--- src/logic/btb_pkg.sv ---
`default_nettype none

package btb_pkg;

    typedef logic [31:0] pc_t;        // Instruction address
    typedef logic [1:0]  reg_addr_t;
    typedef logic [31:0] reg_data_t;
    typedef logic [31:0] count_t;     // Statistics counter

    // Sequential fetch step, no compressed instructions
    localparam pc_t INSTR_BYTES = 32'd4;

    // Register map of the control and statistics block
    localparam reg_addr_t REG_CTRL    = 2'd0;
    localparam reg_addr_t REG_HITS    = 2'd1;
    localparam reg_addr_t REG_MISSES  = 2'd2;
    localparam reg_addr_t REG_MISPRED = 2'd3;

endpackage

`default_nettype wire

--- src/logic/branch_target_buffer.sv ---
`timescale 1ns/10ps
`default_nettype none

module branch_target_buffer #(
    parameter int ENTRIES = 8
) (
    input  wire                clk,
    input  wire                reset,
    input  wire                enable,
    input  wire                flush,
    input  wire btb_pkg::pc_t  lookup_pc,
    input  wire                upd_valid,
    input  wire btb_pkg::pc_t  upd_pc,
    input  wire btb_pkg::pc_t  upd_target,
    output logic               hit,
    output btb_pkg::pc_t       target
);

    localparam int IDX_W = $clog2(ENTRIES);

    logic [ENTRIES-1:0] valid;
    btb_pkg::pc_t       tags    [ENTRIES];
    btb_pkg::pc_t       targets [ENTRIES];
    logic [IDX_W-1:0]   alloc_ptr;       // Next FIFO slot to replace

    logic               look_match;
    logic [IDX_W-1:0]   look_idx;
    logic               upd_match;
    logic [IDX_W-1:0]   upd_idx;
    logic [IDX_W-1:0]   wr_idx;

    // Lookup side, scanned downwards so the lowest index wins
    always_comb begin
        look_match = 1'b0;
        look_idx   = '0;
        for (int i = ENTRIES - 1; i >= 0; i--) begin
            if (valid[i] && (tags[i] == lookup_pc)) begin
                look_match = 1'b1;
                look_idx   = IDX_W'(i);
            end
        end
    end

    assign hit    = enable && look_match;  // Prediction off masks the hit only
    assign target = hit ? targets[look_idx] : '0;

    // Training side searches for an existing entry of the branch
    always_comb begin
        upd_match = 1'b0;
        upd_idx   = '0;
        for (int i = ENTRIES - 1; i >= 0; i--) begin
            if (valid[i] && (tags[i] == upd_pc)) begin
                upd_match = 1'b1;
                upd_idx   = IDX_W'(i);
            end
        end
    end

    // Rewrite a known branch in place, else take the FIFO slot
    assign wr_idx = upd_match ? upd_idx : alloc_ptr;

    // Tag and target storage
    always_ff @(posedge clk) begin
        if (upd_valid) begin
            tags[wr_idx]    <= upd_pc;
            targets[wr_idx] <= upd_target;
        end
    end

    // Valid bits and allocation pointer
    always_ff @(posedge clk) begin
        if (reset || flush) begin
            valid     <= '0;                 // Flush beats a training write
            alloc_ptr <= '0;
        end else if (upd_valid && !upd_match) begin
            valid[alloc_ptr] <= 1'b1;
            alloc_ptr        <= alloc_ptr + IDX_W'(1);  // Wraps at ENTRIES
        end
    end

endmodule

`default_nettype wire

--- src/logic/fetch_pc_gen.sv ---
`timescale 1ns/10ps
`default_nettype none

module fetch_pc_gen #(
    parameter btb_pkg::pc_t RESET_PC = 32'h0000_0000
) (
    input  wire                clk,
    input  wire                reset,
    input  wire                stall,
    input  wire                redirect,
    input  wire btb_pkg::pc_t  redirect_pc,
    input  wire                pred_hit,
    input  wire btb_pkg::pc_t  pred_target,
    output btb_pkg::pc_t       fetch_pc
);

    btb_pkg::pc_t next_pc;

    // Redirect first, then stall, then prediction, then sequential
    always_comb begin
        if (redirect) begin
            next_pc = redirect_pc;           // Correction ignores stall
        end else if (stall) begin
            next_pc = fetch_pc;
        end else if (pred_hit) begin
            next_pc = pred_target;
        end else begin
            next_pc = fetch_pc + btb_pkg::INSTR_BYTES;
        end
    end

    always_ff @(posedge clk) begin
        if (reset) begin
            fetch_pc <= RESET_PC;
        end else begin
            fetch_pc <= next_pc;
        end
    end

endmodule

`default_nettype wire

--- src/logic/branch_resolve.sv ---
`timescale 1ns/10ps
`default_nettype none

module branch_resolve (
    input  wire                ex_valid,
    input  wire btb_pkg::pc_t  ex_pc,
    input  wire                ex_taken,
    input  wire btb_pkg::pc_t  ex_target,
    input  wire                ex_pred_hit,
    input  wire btb_pkg::pc_t  ex_pred_target,
    output logic               redirect,
    output btb_pkg::pc_t       redirect_pc,
    output logic               upd_valid,
    output btb_pkg::pc_t       upd_pc,
    output btb_pkg::pc_t       upd_target,
    output logic               mispredict
);

    logic pred_correct_taken;
    logic wrong;

    // A taken branch was right only if it hit with the same target
    assign pred_correct_taken = ex_pred_hit && (ex_pred_target == ex_target);

    always_comb begin
        if (ex_taken) begin
            wrong = !pred_correct_taken;
        end else begin
            wrong = ex_pred_hit;             // Predicted taken, fell through
        end
    end

    assign redirect    = ex_valid && wrong;
    assign redirect_pc = ex_taken ? ex_target : (ex_pc + btb_pkg::INSTR_BYTES);
    assign mispredict  = redirect;

    // Every taken branch trains the buffer, right or wrong
    assign upd_valid  = ex_valid && ex_taken;
    assign upd_pc     = ex_pc;
    assign upd_target = ex_target;

endmodule

`default_nettype wire

--- src/logic/btb_ctrl_regs.sv ---
`timescale 1ns/10ps
`default_nettype none

module btb_ctrl_regs (
    input  wire                     clk,
    input  wire                     reset,
    input  wire                     reg_write,
    input  wire btb_pkg::reg_addr_t reg_addr,
    input  wire btb_pkg::reg_data_t reg_wdata,
    input  wire                     stall,
    input  wire                     lookup_hit,
    input  wire                     mispredict,
    output btb_pkg::reg_data_t      reg_rdata,
    output logic                    enable,
    output logic                    flush
);

    btb_pkg::count_t hit_count;
    btb_pkg::count_t miss_count;
    btb_pkg::count_t mispred_count;
    logic            ctrl_write;

    assign ctrl_write = reg_write && (reg_addr == btb_pkg::REG_CTRL);

    // Enable level and flush strobe
    always_ff @(posedge clk) begin
        if (reset) begin
            enable <= 1'b1;                  // Prediction on out of reset
            flush  <= 1'b0;
        end else begin
            flush <= ctrl_write && reg_wdata[1];
            if (ctrl_write) begin
                enable <= reg_wdata[0];
            end
        end
    end

    // Lookup statistics, nothing counted while fetch is stalled
    always_ff @(posedge clk) begin
        if (reset) begin
            hit_count     <= '0;
            miss_count    <= '0;
            mispred_count <= '0;
        end else begin
            if (!stall && lookup_hit) begin
                hit_count <= hit_count + 1'b1;
            end
            if (!stall && !lookup_hit) begin
                miss_count <= miss_count + 1'b1;  // Includes cycles with enable off
            end
            if (mispredict) begin
                mispred_count <= mispred_count + 1'b1;
            end
        end
    end

    // Read mux
    always_comb begin
        case (reg_addr)
            btb_pkg::REG_CTRL:    reg_rdata = btb_pkg::reg_data_t'(enable);
            btb_pkg::REG_HITS:    reg_rdata = hit_count;
            btb_pkg::REG_MISSES:  reg_rdata = miss_count;
            btb_pkg::REG_MISPRED: reg_rdata = mispred_count;
            default:              reg_rdata = '0;
        endcase
    end

endmodule

`default_nettype wire

--- src/logic/btb_fetch_top.sv ---
`timescale 1ns/10ps
`default_nettype none

module btb_fetch_top #(
    parameter int           ENTRIES  = 8,
    parameter btb_pkg::pc_t RESET_PC = 32'h0000_0000
) (
    input  wire                     clk,
    input  wire                     reset,
    input  wire                     stall,
    input  wire                     ex_valid,
    input  wire btb_pkg::pc_t       ex_pc,
    input  wire                     ex_taken,
    input  wire btb_pkg::pc_t       ex_target,
    input  wire                     ex_pred_hit,
    input  wire btb_pkg::pc_t       ex_pred_target,
    input  wire                     reg_write,
    input  wire btb_pkg::reg_addr_t reg_addr,
    input  wire btb_pkg::reg_data_t reg_wdata,
    output btb_pkg::pc_t            fetch_pc,
    output logic                    pred_hit,
    output btb_pkg::pc_t            pred_target,
    output btb_pkg::reg_data_t      reg_rdata
);

    logic         redirect;
    btb_pkg::pc_t redirect_pc;
    logic         upd_valid;
    btb_pkg::pc_t upd_pc;
    btb_pkg::pc_t upd_target;
    logic         mispredict;
    logic         enable;
    logic         flush;

    branch_target_buffer #(
        .ENTRIES (ENTRIES)
    ) u_btb (
        .clk        (clk),
        .reset      (reset),
        .enable     (enable),
        .flush      (flush),
        .lookup_pc  (fetch_pc),
        .upd_valid  (upd_valid),
        .upd_pc     (upd_pc),
        .upd_target (upd_target),
        .hit        (pred_hit),
        .target     (pred_target)
    );

    fetch_pc_gen #(
        .RESET_PC (RESET_PC)
    ) u_pc_gen (
        .clk         (clk),
        .reset       (reset),
        .stall       (stall),
        .redirect    (redirect),
        .redirect_pc (redirect_pc),
        .pred_hit    (pred_hit),
        .pred_target (pred_target),
        .fetch_pc    (fetch_pc)
    );

    branch_resolve u_resolve (
        .ex_valid       (ex_valid),
        .ex_pc          (ex_pc),
        .ex_taken       (ex_taken),
        .ex_target      (ex_target),
        .ex_pred_hit    (ex_pred_hit),
        .ex_pred_target (ex_pred_target),
        .redirect       (redirect),
        .redirect_pc    (redirect_pc),
        .upd_valid      (upd_valid),
        .upd_pc         (upd_pc),
        .upd_target     (upd_target),
        .mispredict     (mispredict)
    );

    btb_ctrl_regs u_regs (
        .clk        (clk),
        .reset      (reset),
        .reg_write  (reg_write),
        .reg_addr   (reg_addr),
        .reg_wdata  (reg_wdata),
        .stall      (stall),
        .lookup_hit (pred_hit),
        .mispredict (mispredict),
        .reg_rdata  (reg_rdata),
        .enable     (enable),
        .flush      (flush)
    );

endmodule

`default_nettype wire

--- config.mk ---
export PLATFORM = sky130hd
export DESIGN_NAME = btb_fetch_top
export DESIGN_NICKNAME = d
export VERILOG_FILES = /design/src/logic/btb_pkg.sv /design/src/logic/branch_target_buffer.sv /design/src/logic/fetch_pc_gen.sv /design/src/logic/branch_resolve.sv /design/src/logic/btb_ctrl_regs.sv /design/src/logic/btb_fetch_top.sv
export SDC_FILE = /design/constraint.sdc
export NUM_CORES = 2
export LEC_CHECK = 0
export ABC_AREA = 1
export BUFFER_PORTS_ARGS = -buffer_cell sky130_fd_sc_hd__buf_2
export CAP_MARGIN = 10
export CORE_ASPECT_RATIO = 1.25
export CORE_MARGIN = 2
export CORE_UTILIZATION = 51
export CTS_CLUSTER_SIZE = 30
export DETAILED_ROUTE_END_ITERATION = 10
export PLACE_DENSITY_LB_ADDON = 0.25
export SETUP_SLACK_MARGIN = 0.02
export SYNTH_ARGS = -nofsm -noshare
export SYNTH_HDL_FRONTEND = slang
export SYNTH_SLANG_ARGS = --single-unit
--- constraint.sdc ---
create_clock -name clk -period 5.25 [get_ports clk]
set_input_delay 0.2625 -clock clk [delete_from_list [all_inputs] [get_ports clk]]
set_output_delay 0.2625 -clock clk [all_outputs]
set_load 0.1 [all_outputs]
# Word level (Yosys, flattened, before mapping)
# Memory sizes are Yosys's and may differ from the RTL's.
# Index checks and enable logic that the tools add are counted.
[word_totals] register_bits=141 ramBits=512 input_bits=137 mem_count=2 out_inout_bits=97 wordCells=116
[mem_list] name="u_btb.tags" words=8 word_bits=32 read_ports=8 rd_clocked_by_memory_dff=0 write_ports=1 line="branch_target_buffer.sv:22" rtl="btb_pkg::pc_t tags [ENTRIES];"
[mem_list] name="u_btb.targets" words=8 word_bits=32 read_ports=1 rd_clocked_by_memory_dff=0 write_ports=1 line="branch_target_buffer.sv:23" rtl="btb_pkg::pc_t targets [ENTRIES];"
[classes] bitwise=1 mux=44 reduce_logical=32 addsub=6 n_eq_ne=21 order_cmp=2
[ops] op="== test 32 bit" n=17
[ops] op="2-to-1 mux 32 bit" n=5
[ops] op="case mux 32 bit (4 select lines)" n=1
[ops] op="adder 32 x 1 -> 32 bit, second input constant" n=3
[ops] op="adder 32 x 3 -> 32 bit, second input constant" n=2
[ops] op="2-to-1 mux 3 bit" n=17
[ops] op="logical AND 1 bit" n=26
[ops] op="2-to-1 mux 1 bit" n=20
[ops] op="OR 8 bit" n=1
[ops] op="== test 2 bit, second input constant" n=2
[ops] op="logical NOT 1 bit" n=4
[ops] op="less-than comparator 3 x 4 -> 1 bit, second input constant" n=1
[ops] op="adder 3 x 1 -> 3 bit, second input constant" n=1
[ops] op="demux 1 bit (select 3 bit)" n=1
[ops] op=">= comparator 3 x 1 -> 1 bit, second input constant" n=1
[ops] op="== test 2 x 1 -> 1 bit, second input constant" n=1
[ops] op="logical NOT 2 bit" n=1
[ops] op="!= test 2 x 1 -> 1 bit, second input constant" n=1
[ops] op="logical OR 1 bit" n=1

# Longest topological paths before layout
[depth] word_depth=15 depth_mapped=26 ltp_nobuf=23

# Cells and area by module
# From an unflattened synthesis, not the netlist that was laid out.
[hier_totals] cells_unflattened=4533 area_unflattened_um2=36735.2
[by_module_without_submodules] mod="branch_target_buffer" area_per_inst_um2=26462.9 cells_per_inst=2793 seq_area_each_um2=15595.0 instances=1
[by_module_without_submodules] mod="btb_ctrl_regs" area_per_inst_um2=5691.7 cells_per_inst=910 seq_area_each_um2=1961.9 instances=1
[by_module_without_submodules] mod="fetch_pc_gen" area_per_inst_um2=2343.5 cells_per_inst=373 seq_area_each_um2=640.6 instances=1
[by_module_without_submodules] mod="branch_resolve" area_per_inst_um2=2237.1 cells_per_inst=457 seq_area_each_um2=0.0 instances=1

# Least setup slack after synthesis
# No wires, ideal clock.
[synth_timing] kind="input to register" startpoint="in ex_pc[31]" endpoint="mem u_btb.tags[0][0] in the netlist's numbering, enable pin" cell_stages=13 path_buffers=2 required_time_ns=4.764 t_arrival_ns=4.771 path_slack_ns=-0.007 setup_ns=0.486 path_cell_list="clkbuf_1 inv_1 clkbuf_1 nor2_1 or3b_2 nor4_1 nand4_1 o22ai_1 o21bai_1 nand2_1 inv_1 nand2_1 nor2_1"
[synth_between] elab_chain_len=11 word_cells_on_any_way=33 cone_classes="eq/ne: 8; mux: 17; reduce/logical: 8"
[synth_lines] item="from (decl)" line="btb_fetch_top.sv:12" rtl="input wire btb_pkg::pc_t ex_pc,"
[synth_lines] item="== test 32 bit" line="branch_target_buffer.sv:52" rtl="if (valid[i] && (tags[i] == upd_pc)) begin"
[synth_lines] item="logical AND 1 bit" line="branch_target_buffer.sv:52"
[synth_lines] item="2-to-1 mux 3 bit or 2-to-1 mux 1 bit (tied branches) (8 in series)" line="branch_target_buffer.sv:52"
[synth_lines] item="2-to-1 mux 3 bit *" line="branch_target_buffer.sv:60" rtl="assign wr_idx = upd_match ? upd_idx : alloc_ptr;"
[synth_lines] item="to (decl)" line="branch_target_buffer.sv:22"
# Mark *: on every way between the ends. The rest lies on a longest branch, timed or not.

# Worst setup path in the final report
[layout_timing] startpoint="reg u_pc_gen.fetch_pc[17]" endpoint="out pred_target[7]"
[layout_between] elab_chain_len=12 word_cells_on_any_way=35 cone_classes="eq/ne: 8; mux: 17; reduce/logical: 9; memory: 1"
[layout_lines] item="from (decl)" line="fetch_pc_gen.sv:14" rtl="output btb_pkg::pc_t fetch_pc"
[layout_lines] item="from (signal assigned)" line="fetch_pc_gen.sv:36" rtl="fetch_pc <= next_pc;"
[layout_lines] item="== test 32 bit" line="branch_target_buffer.sv:37" rtl="if (valid[i] && (tags[i] == lookup_pc)) begin"
[layout_lines] item="logical AND 1 bit" line="branch_target_buffer.sv:37"
[layout_lines] item="2-to-1 mux 3 bit or 2-to-1 mux 1 bit (tied branches) (8 in series)" line="branch_target_buffer.sv:37"
[layout_lines] item="memory (8 x 32 bit) or logical AND 1 bit (tied branches)"
[layout_lines] item="2-to-1 mux 32 bit *" line="branch_target_buffer.sv:45" rtl="assign target = hit ? targets[look_idx] : '0;"
[layout_lines] item="to (decl)" line="btb_fetch_top.sv:22" rtl="output btb_pkg::pc_t pred_target,"
# Marks and branches as above.

==> impl.org <==
** Power
- In this run the static leakage power is 20.18 nW.
- Across the VDD grid, the largest voltage drop is 0.0002839 V.
- In this run the power density over the cells is 277.2 mW/mm^2.

** Route
- Total Wirelength :: 207.8 mm
- Dividing the detail-routed via count by the number of cells gives 6.373.
- Summing over every cut layer, the via total after detailed routing is 44,283.
- The detail route stage leaves a number of antenna-violating nets equal to 0.
- Routed length per placed instance :: 29.90 um
- DRC violations left :: 0
- For this block, the initial DRC count from the detailed router was 6,904.
- Number of detailed-routing iterations run before antenna repair :: 6

** Synth
- Flops & latches, synth :: 653
- For this run, the leading register cell type out of synthesis is sky130_fd_sc_hd__edfxtp_1.
- The biggest area contributor in the post-synthesis netlist is sky130_fd_sc_hd__edfxtp_1.
- Number of warnings reported in the yosys synthesis log :: 0
- By instance count, the leading cell after synthesis is sky130_fd_sc_hd__nand2_1.
- The number of nets handed over by synthesis was 5,653.
- In this run, distinct cell masters in the synthesized netlist total 57.
- Sorting the synthesized cells by area gives the leading types as sky130_fd_sc_hd__edfxtp_1, sky130_fd_sc_hd__nand2_1, sky130_fd_sc_hd__dfxtp_1, sky130_fd_sc_hd__inv_1, sky130_fd_sc_hd__nand3_1.
- Async set or reset register ratio after synthesis :: 0
- The synthesized netlist occupies a cell area of 0.04137 sq mm.
- Number of synthesized flops with an enable pin :: 512
- Synthesis produced 5,510 cells.
- Portion of synthesized cell area occupied by the leading cell type :: 0.3716
- Leading post-synthesis cells by instance count :: sky130_fd_sc_hd__nand2_1, sky130_fd_sc_hd__inv_1, sky130_fd_sc_hd__nand3_1
- For this run, the register share of the synthesized area comes to 0.4399.
- Dividing the synthesized area by the synthesized cell count gives 7.508 sq um.

** Worst hold path
- Hold Crit Class :: in -> reg

** STA
- Actual transition at the worst max-transition pin :: 1.370 ns
- Final clock period utilization by the worst path :: 1.027
- The number of pins exceeding their max-slew limit in the final report is 0.
- Setup violations remaining at the end of the flow were counted as 17.
- Setup repair after global routing missed its margin :: false
- Setup slack on the critical path of the routed design comes to -0.1419 ns.
- In this run the tightest slew margin relative to its limit is 0.08656.
- Count of final hold-check violations :: 0
- Static timing analysis puts the maximum clock frequency at 0.1855 GHz.
- For the finished layout, the period the worst path requires is 5.392 ns.
- Skew final :: 0.06075 ns

** Clock network
- The number of clock buffers added by TritonCTS is 74.
- The root buffer cell chosen for the clock tree is sky130_fd_sc_hd__clkbuf_16.
- Deepest clock path buffer count :: 3
- For the worst-skew pair, the clock arrives at the later sink with an insertion delay of 0.68 ns.
- Clock tree from TritonCTS :: yes
- Number of levels the H-tree was split into :: 3
- After clock tree synthesis, the clock-pin slew on the worst setup and hold paths is 0.07 ns.
- Number of resized instances in the post-cts repair step :: 0
- Counting every sink on the clock net gives 653.

** Die
- Chip height :: 322.4 um
- Number of standard-cell rows in the floorplan :: 116
- Width of the die :: 258.7 um
- Initial standard-cell utilization of the core :: 0.5154
- Placeable core region :: 0.08026 sq mm
- Floorplan die area :: 0.08343 sq mm
- In this run the count of I/O pins placed on the die edge is 234.

** Cells and area
- For this run, the post-layout net count is 5,957.
- Signed area change from the synthesized netlist to the final layout :: 16.04%
- FILL cells :: 7,281
- For this run, the share of the core covered by cells in the final layout is 0.5981.
- Of the cells placed in the final design, the portion with a size suffix greater than 1 is 0.1069.
- Post-Layout Cell Count :: 6,949

** Job
- Count of max-cap constraint violations :: 0

** Critical path
- Buf/Inv on CP :: 4
- Sort of element at the end of the critical path :: output port
- STA classifies the critical path startpoint as a flop.
- The critical path is of the reg -> out type.
- The cell that appears most often on the critical path is sky130_fd_sc_hd__nand2_1.
- Top Family by Delay on Critical Path :: simple AND/OR/NAND/NOR gates
- STA puts the critical path data arrival time at 5.13 ns.
- Required time at the worst-slack endpoint :: 4.99 ns
- The largest individual stage delay along the critical path comes from the cell sky130_fd_sc_hd__nor2_1.
- Critical path peak fanout :: 17
- Critical Path Max Stage Delay :: 1.02 ns
- The critical path goes through inv_1 > nand2_1 > nand2_1 > nor2_1 > nand2_1 > nor2_1 > nand2_1 > nor2_1 > nand2_1 > nand2_1 > nor2_1 > nor3_4 > inv_2 > buf_12 > nand3_1 > and3_1 > buf_12.

** Place
- The congestion estimate from routability-driven global placement came to 1.135.
- Total instance count after detailed placement :: 6,761
- Setup Slack @ Placement :: 0.9492 ns
- Final HPWL from detailed placement :: 147.7 mm
- Number of port buffers :: 203

** Global routing
- In the global route stage, overall resource usage came out at 0.4881.
- Summed over all layers, the global routing overflow is 0.
- First-pass GRT wire length :: 288.2 mm
- The via count of the first global-routing pass was 41,467.
- The number of antenna violations at the first check in global routing came to 17.
- Maximum number of pins on one net before global-route repair :: 71

** Outcome
- Outcome :: finished, violations left
- Violated checks :: negative setup slack
-- cell usage in the layout, fill, tap and decap left out, types with 59 or more instances in the layout --
| cell | Yosys | layout |
|---|---|---|
| sky130_fd_sc_hd__a21oi_1 | 135 | 135 |
| sky130_fd_sc_hd__buf_12 | 0 | 59 |
| sky130_fd_sc_hd__buf_2 | 42 | 171 |
| sky130_fd_sc_hd__buf_4 | 18 | 162 |
| sky130_fd_sc_hd__clkbuf_16 | 0 | 76 |
| sky130_fd_sc_hd__dfxtp_1 | 141 | 140 |
| sky130_fd_sc_hd__edfxtp_1 | 512 | 512 |
| sky130_fd_sc_hd__inv_1 | 741 | 739 |
| sky130_fd_sc_hd__nand2_1 | 1481 | 1480 |
| sky130_fd_sc_hd__nand3_1 | 540 | 540 |
| sky130_fd_sc_hd__nand3b_1 | 61 | 61 |
| sky130_fd_sc_hd__nand4_1 | 188 | 188 |
| sky130_fd_sc_hd__nor2_1 | 472 | 463 |
| sky130_fd_sc_hd__nor3_1 | 107 | 107 |
| sky130_fd_sc_hd__nor4_1 | 93 | 93 |
| sky130_fd_sc_hd__o21ai_0 | 221 | 221 |
| sky130_fd_sc_hd__xnor2_1 | 94 | 94 |
| sky130_fd_sc_hd__xor2_1 | 114 | 114 |
-- cell families after synthesis --
family	after synthesis	share of synthesized area
compound gates	556	0.07939
xor+xnor	208	0.04404
buf+inv	981	0.09488
simple gates	3106	0.3400
fa+ha+maj	6	0.001815
flops	653	0.4399
-- metrics by stage --
step | instance area (sq um) | hold WS (ns) | total power, mW | TNS (ns)
CTS | 47950 | 0.00006317 | 13.14 | 0
global placement | 45050 | 0.4531 | 7.771 | 0
detailed placement | 45050 | 0.4547 | 7.774 | 0
finish | 48010 | 0.01809 | 13.31 | -1.117
floorplan | 41370 | 0.3614 | 6.831 | -1.687
global route | 47980 | 0.008285 | 13.48 | 0
-- flip-flops by register name (all words and copies together), names as in the netlist --
name                  flops
u_btb.targets           256
u_pc_gen.fetch_pc        32
u_regs.mispred_count     32
u_regs.enable             1
u_regs.flush              1
u_regs.hit_count         32
u_btb.tags              256
u_regs.miss_count        32
u_btb.valid               8
u_btb.alloc_ptr           3
-- where the power goes --
part           switching (mW)  internal (mW)  total (mW)
combinational            1.64          0.482        2.12
clock                    2.43           3.05        5.48
sequential             0.0662           5.65        5.71
-- final cells by class --
type | instances | area [sq um] | area share
tap | 1062 | 1329 | 0.02768
clock buffer | 107 | 2108 | 0.04392
multi-input combinational | 3876 | 19340 | 0.4029
timing repair buffer | 431 | 3661 | 0.07626
antenna | 11 | 27.53 | 0.0005734
sequential | 653 | 18200 | 0.3791
inverter | 778 | 2924 | 0.06091
clock inverter | 31 | 414.1 | 0.008627
-- per-layer routing --
layer | global-route usage | up-vias | wire [um]
li1 | - | 19108 | -
met5 | 0 | - | 91
met2 | 0.7367 | 3530 | 88370
met4 | 0.3929 | 14 | 20190
met3 | 0.1321 | 900 | 27280
met1 | 0.5871 | 20731 | 71830
-- worst paths after layout --
path | startpoint | to | slack (ns) | cells after the start
worst max register to register | u_pc_gen.fetch_pc[17] | u_regs.miss_count[15] | 0.60 | 18
worst min-delay path | ex_target[1] | u_btb.targets[6][1] | 0.02 | 1
worst min register to register | u_regs.hit_count[16] | u_regs.hit_count[16] | 0.47 | 2
worst max-delay path | u_pc_gen.fetch_pc[17] | pred_target[7] | -0.14 | 17
-- repair_timing --
item | in CTS | in global routing
hold endpoints to repair | 245 | 0
hold buffers | 38 | 0
setup buffers | 0 | 0
Note: power is estimated with default switching activity, not from simulation.
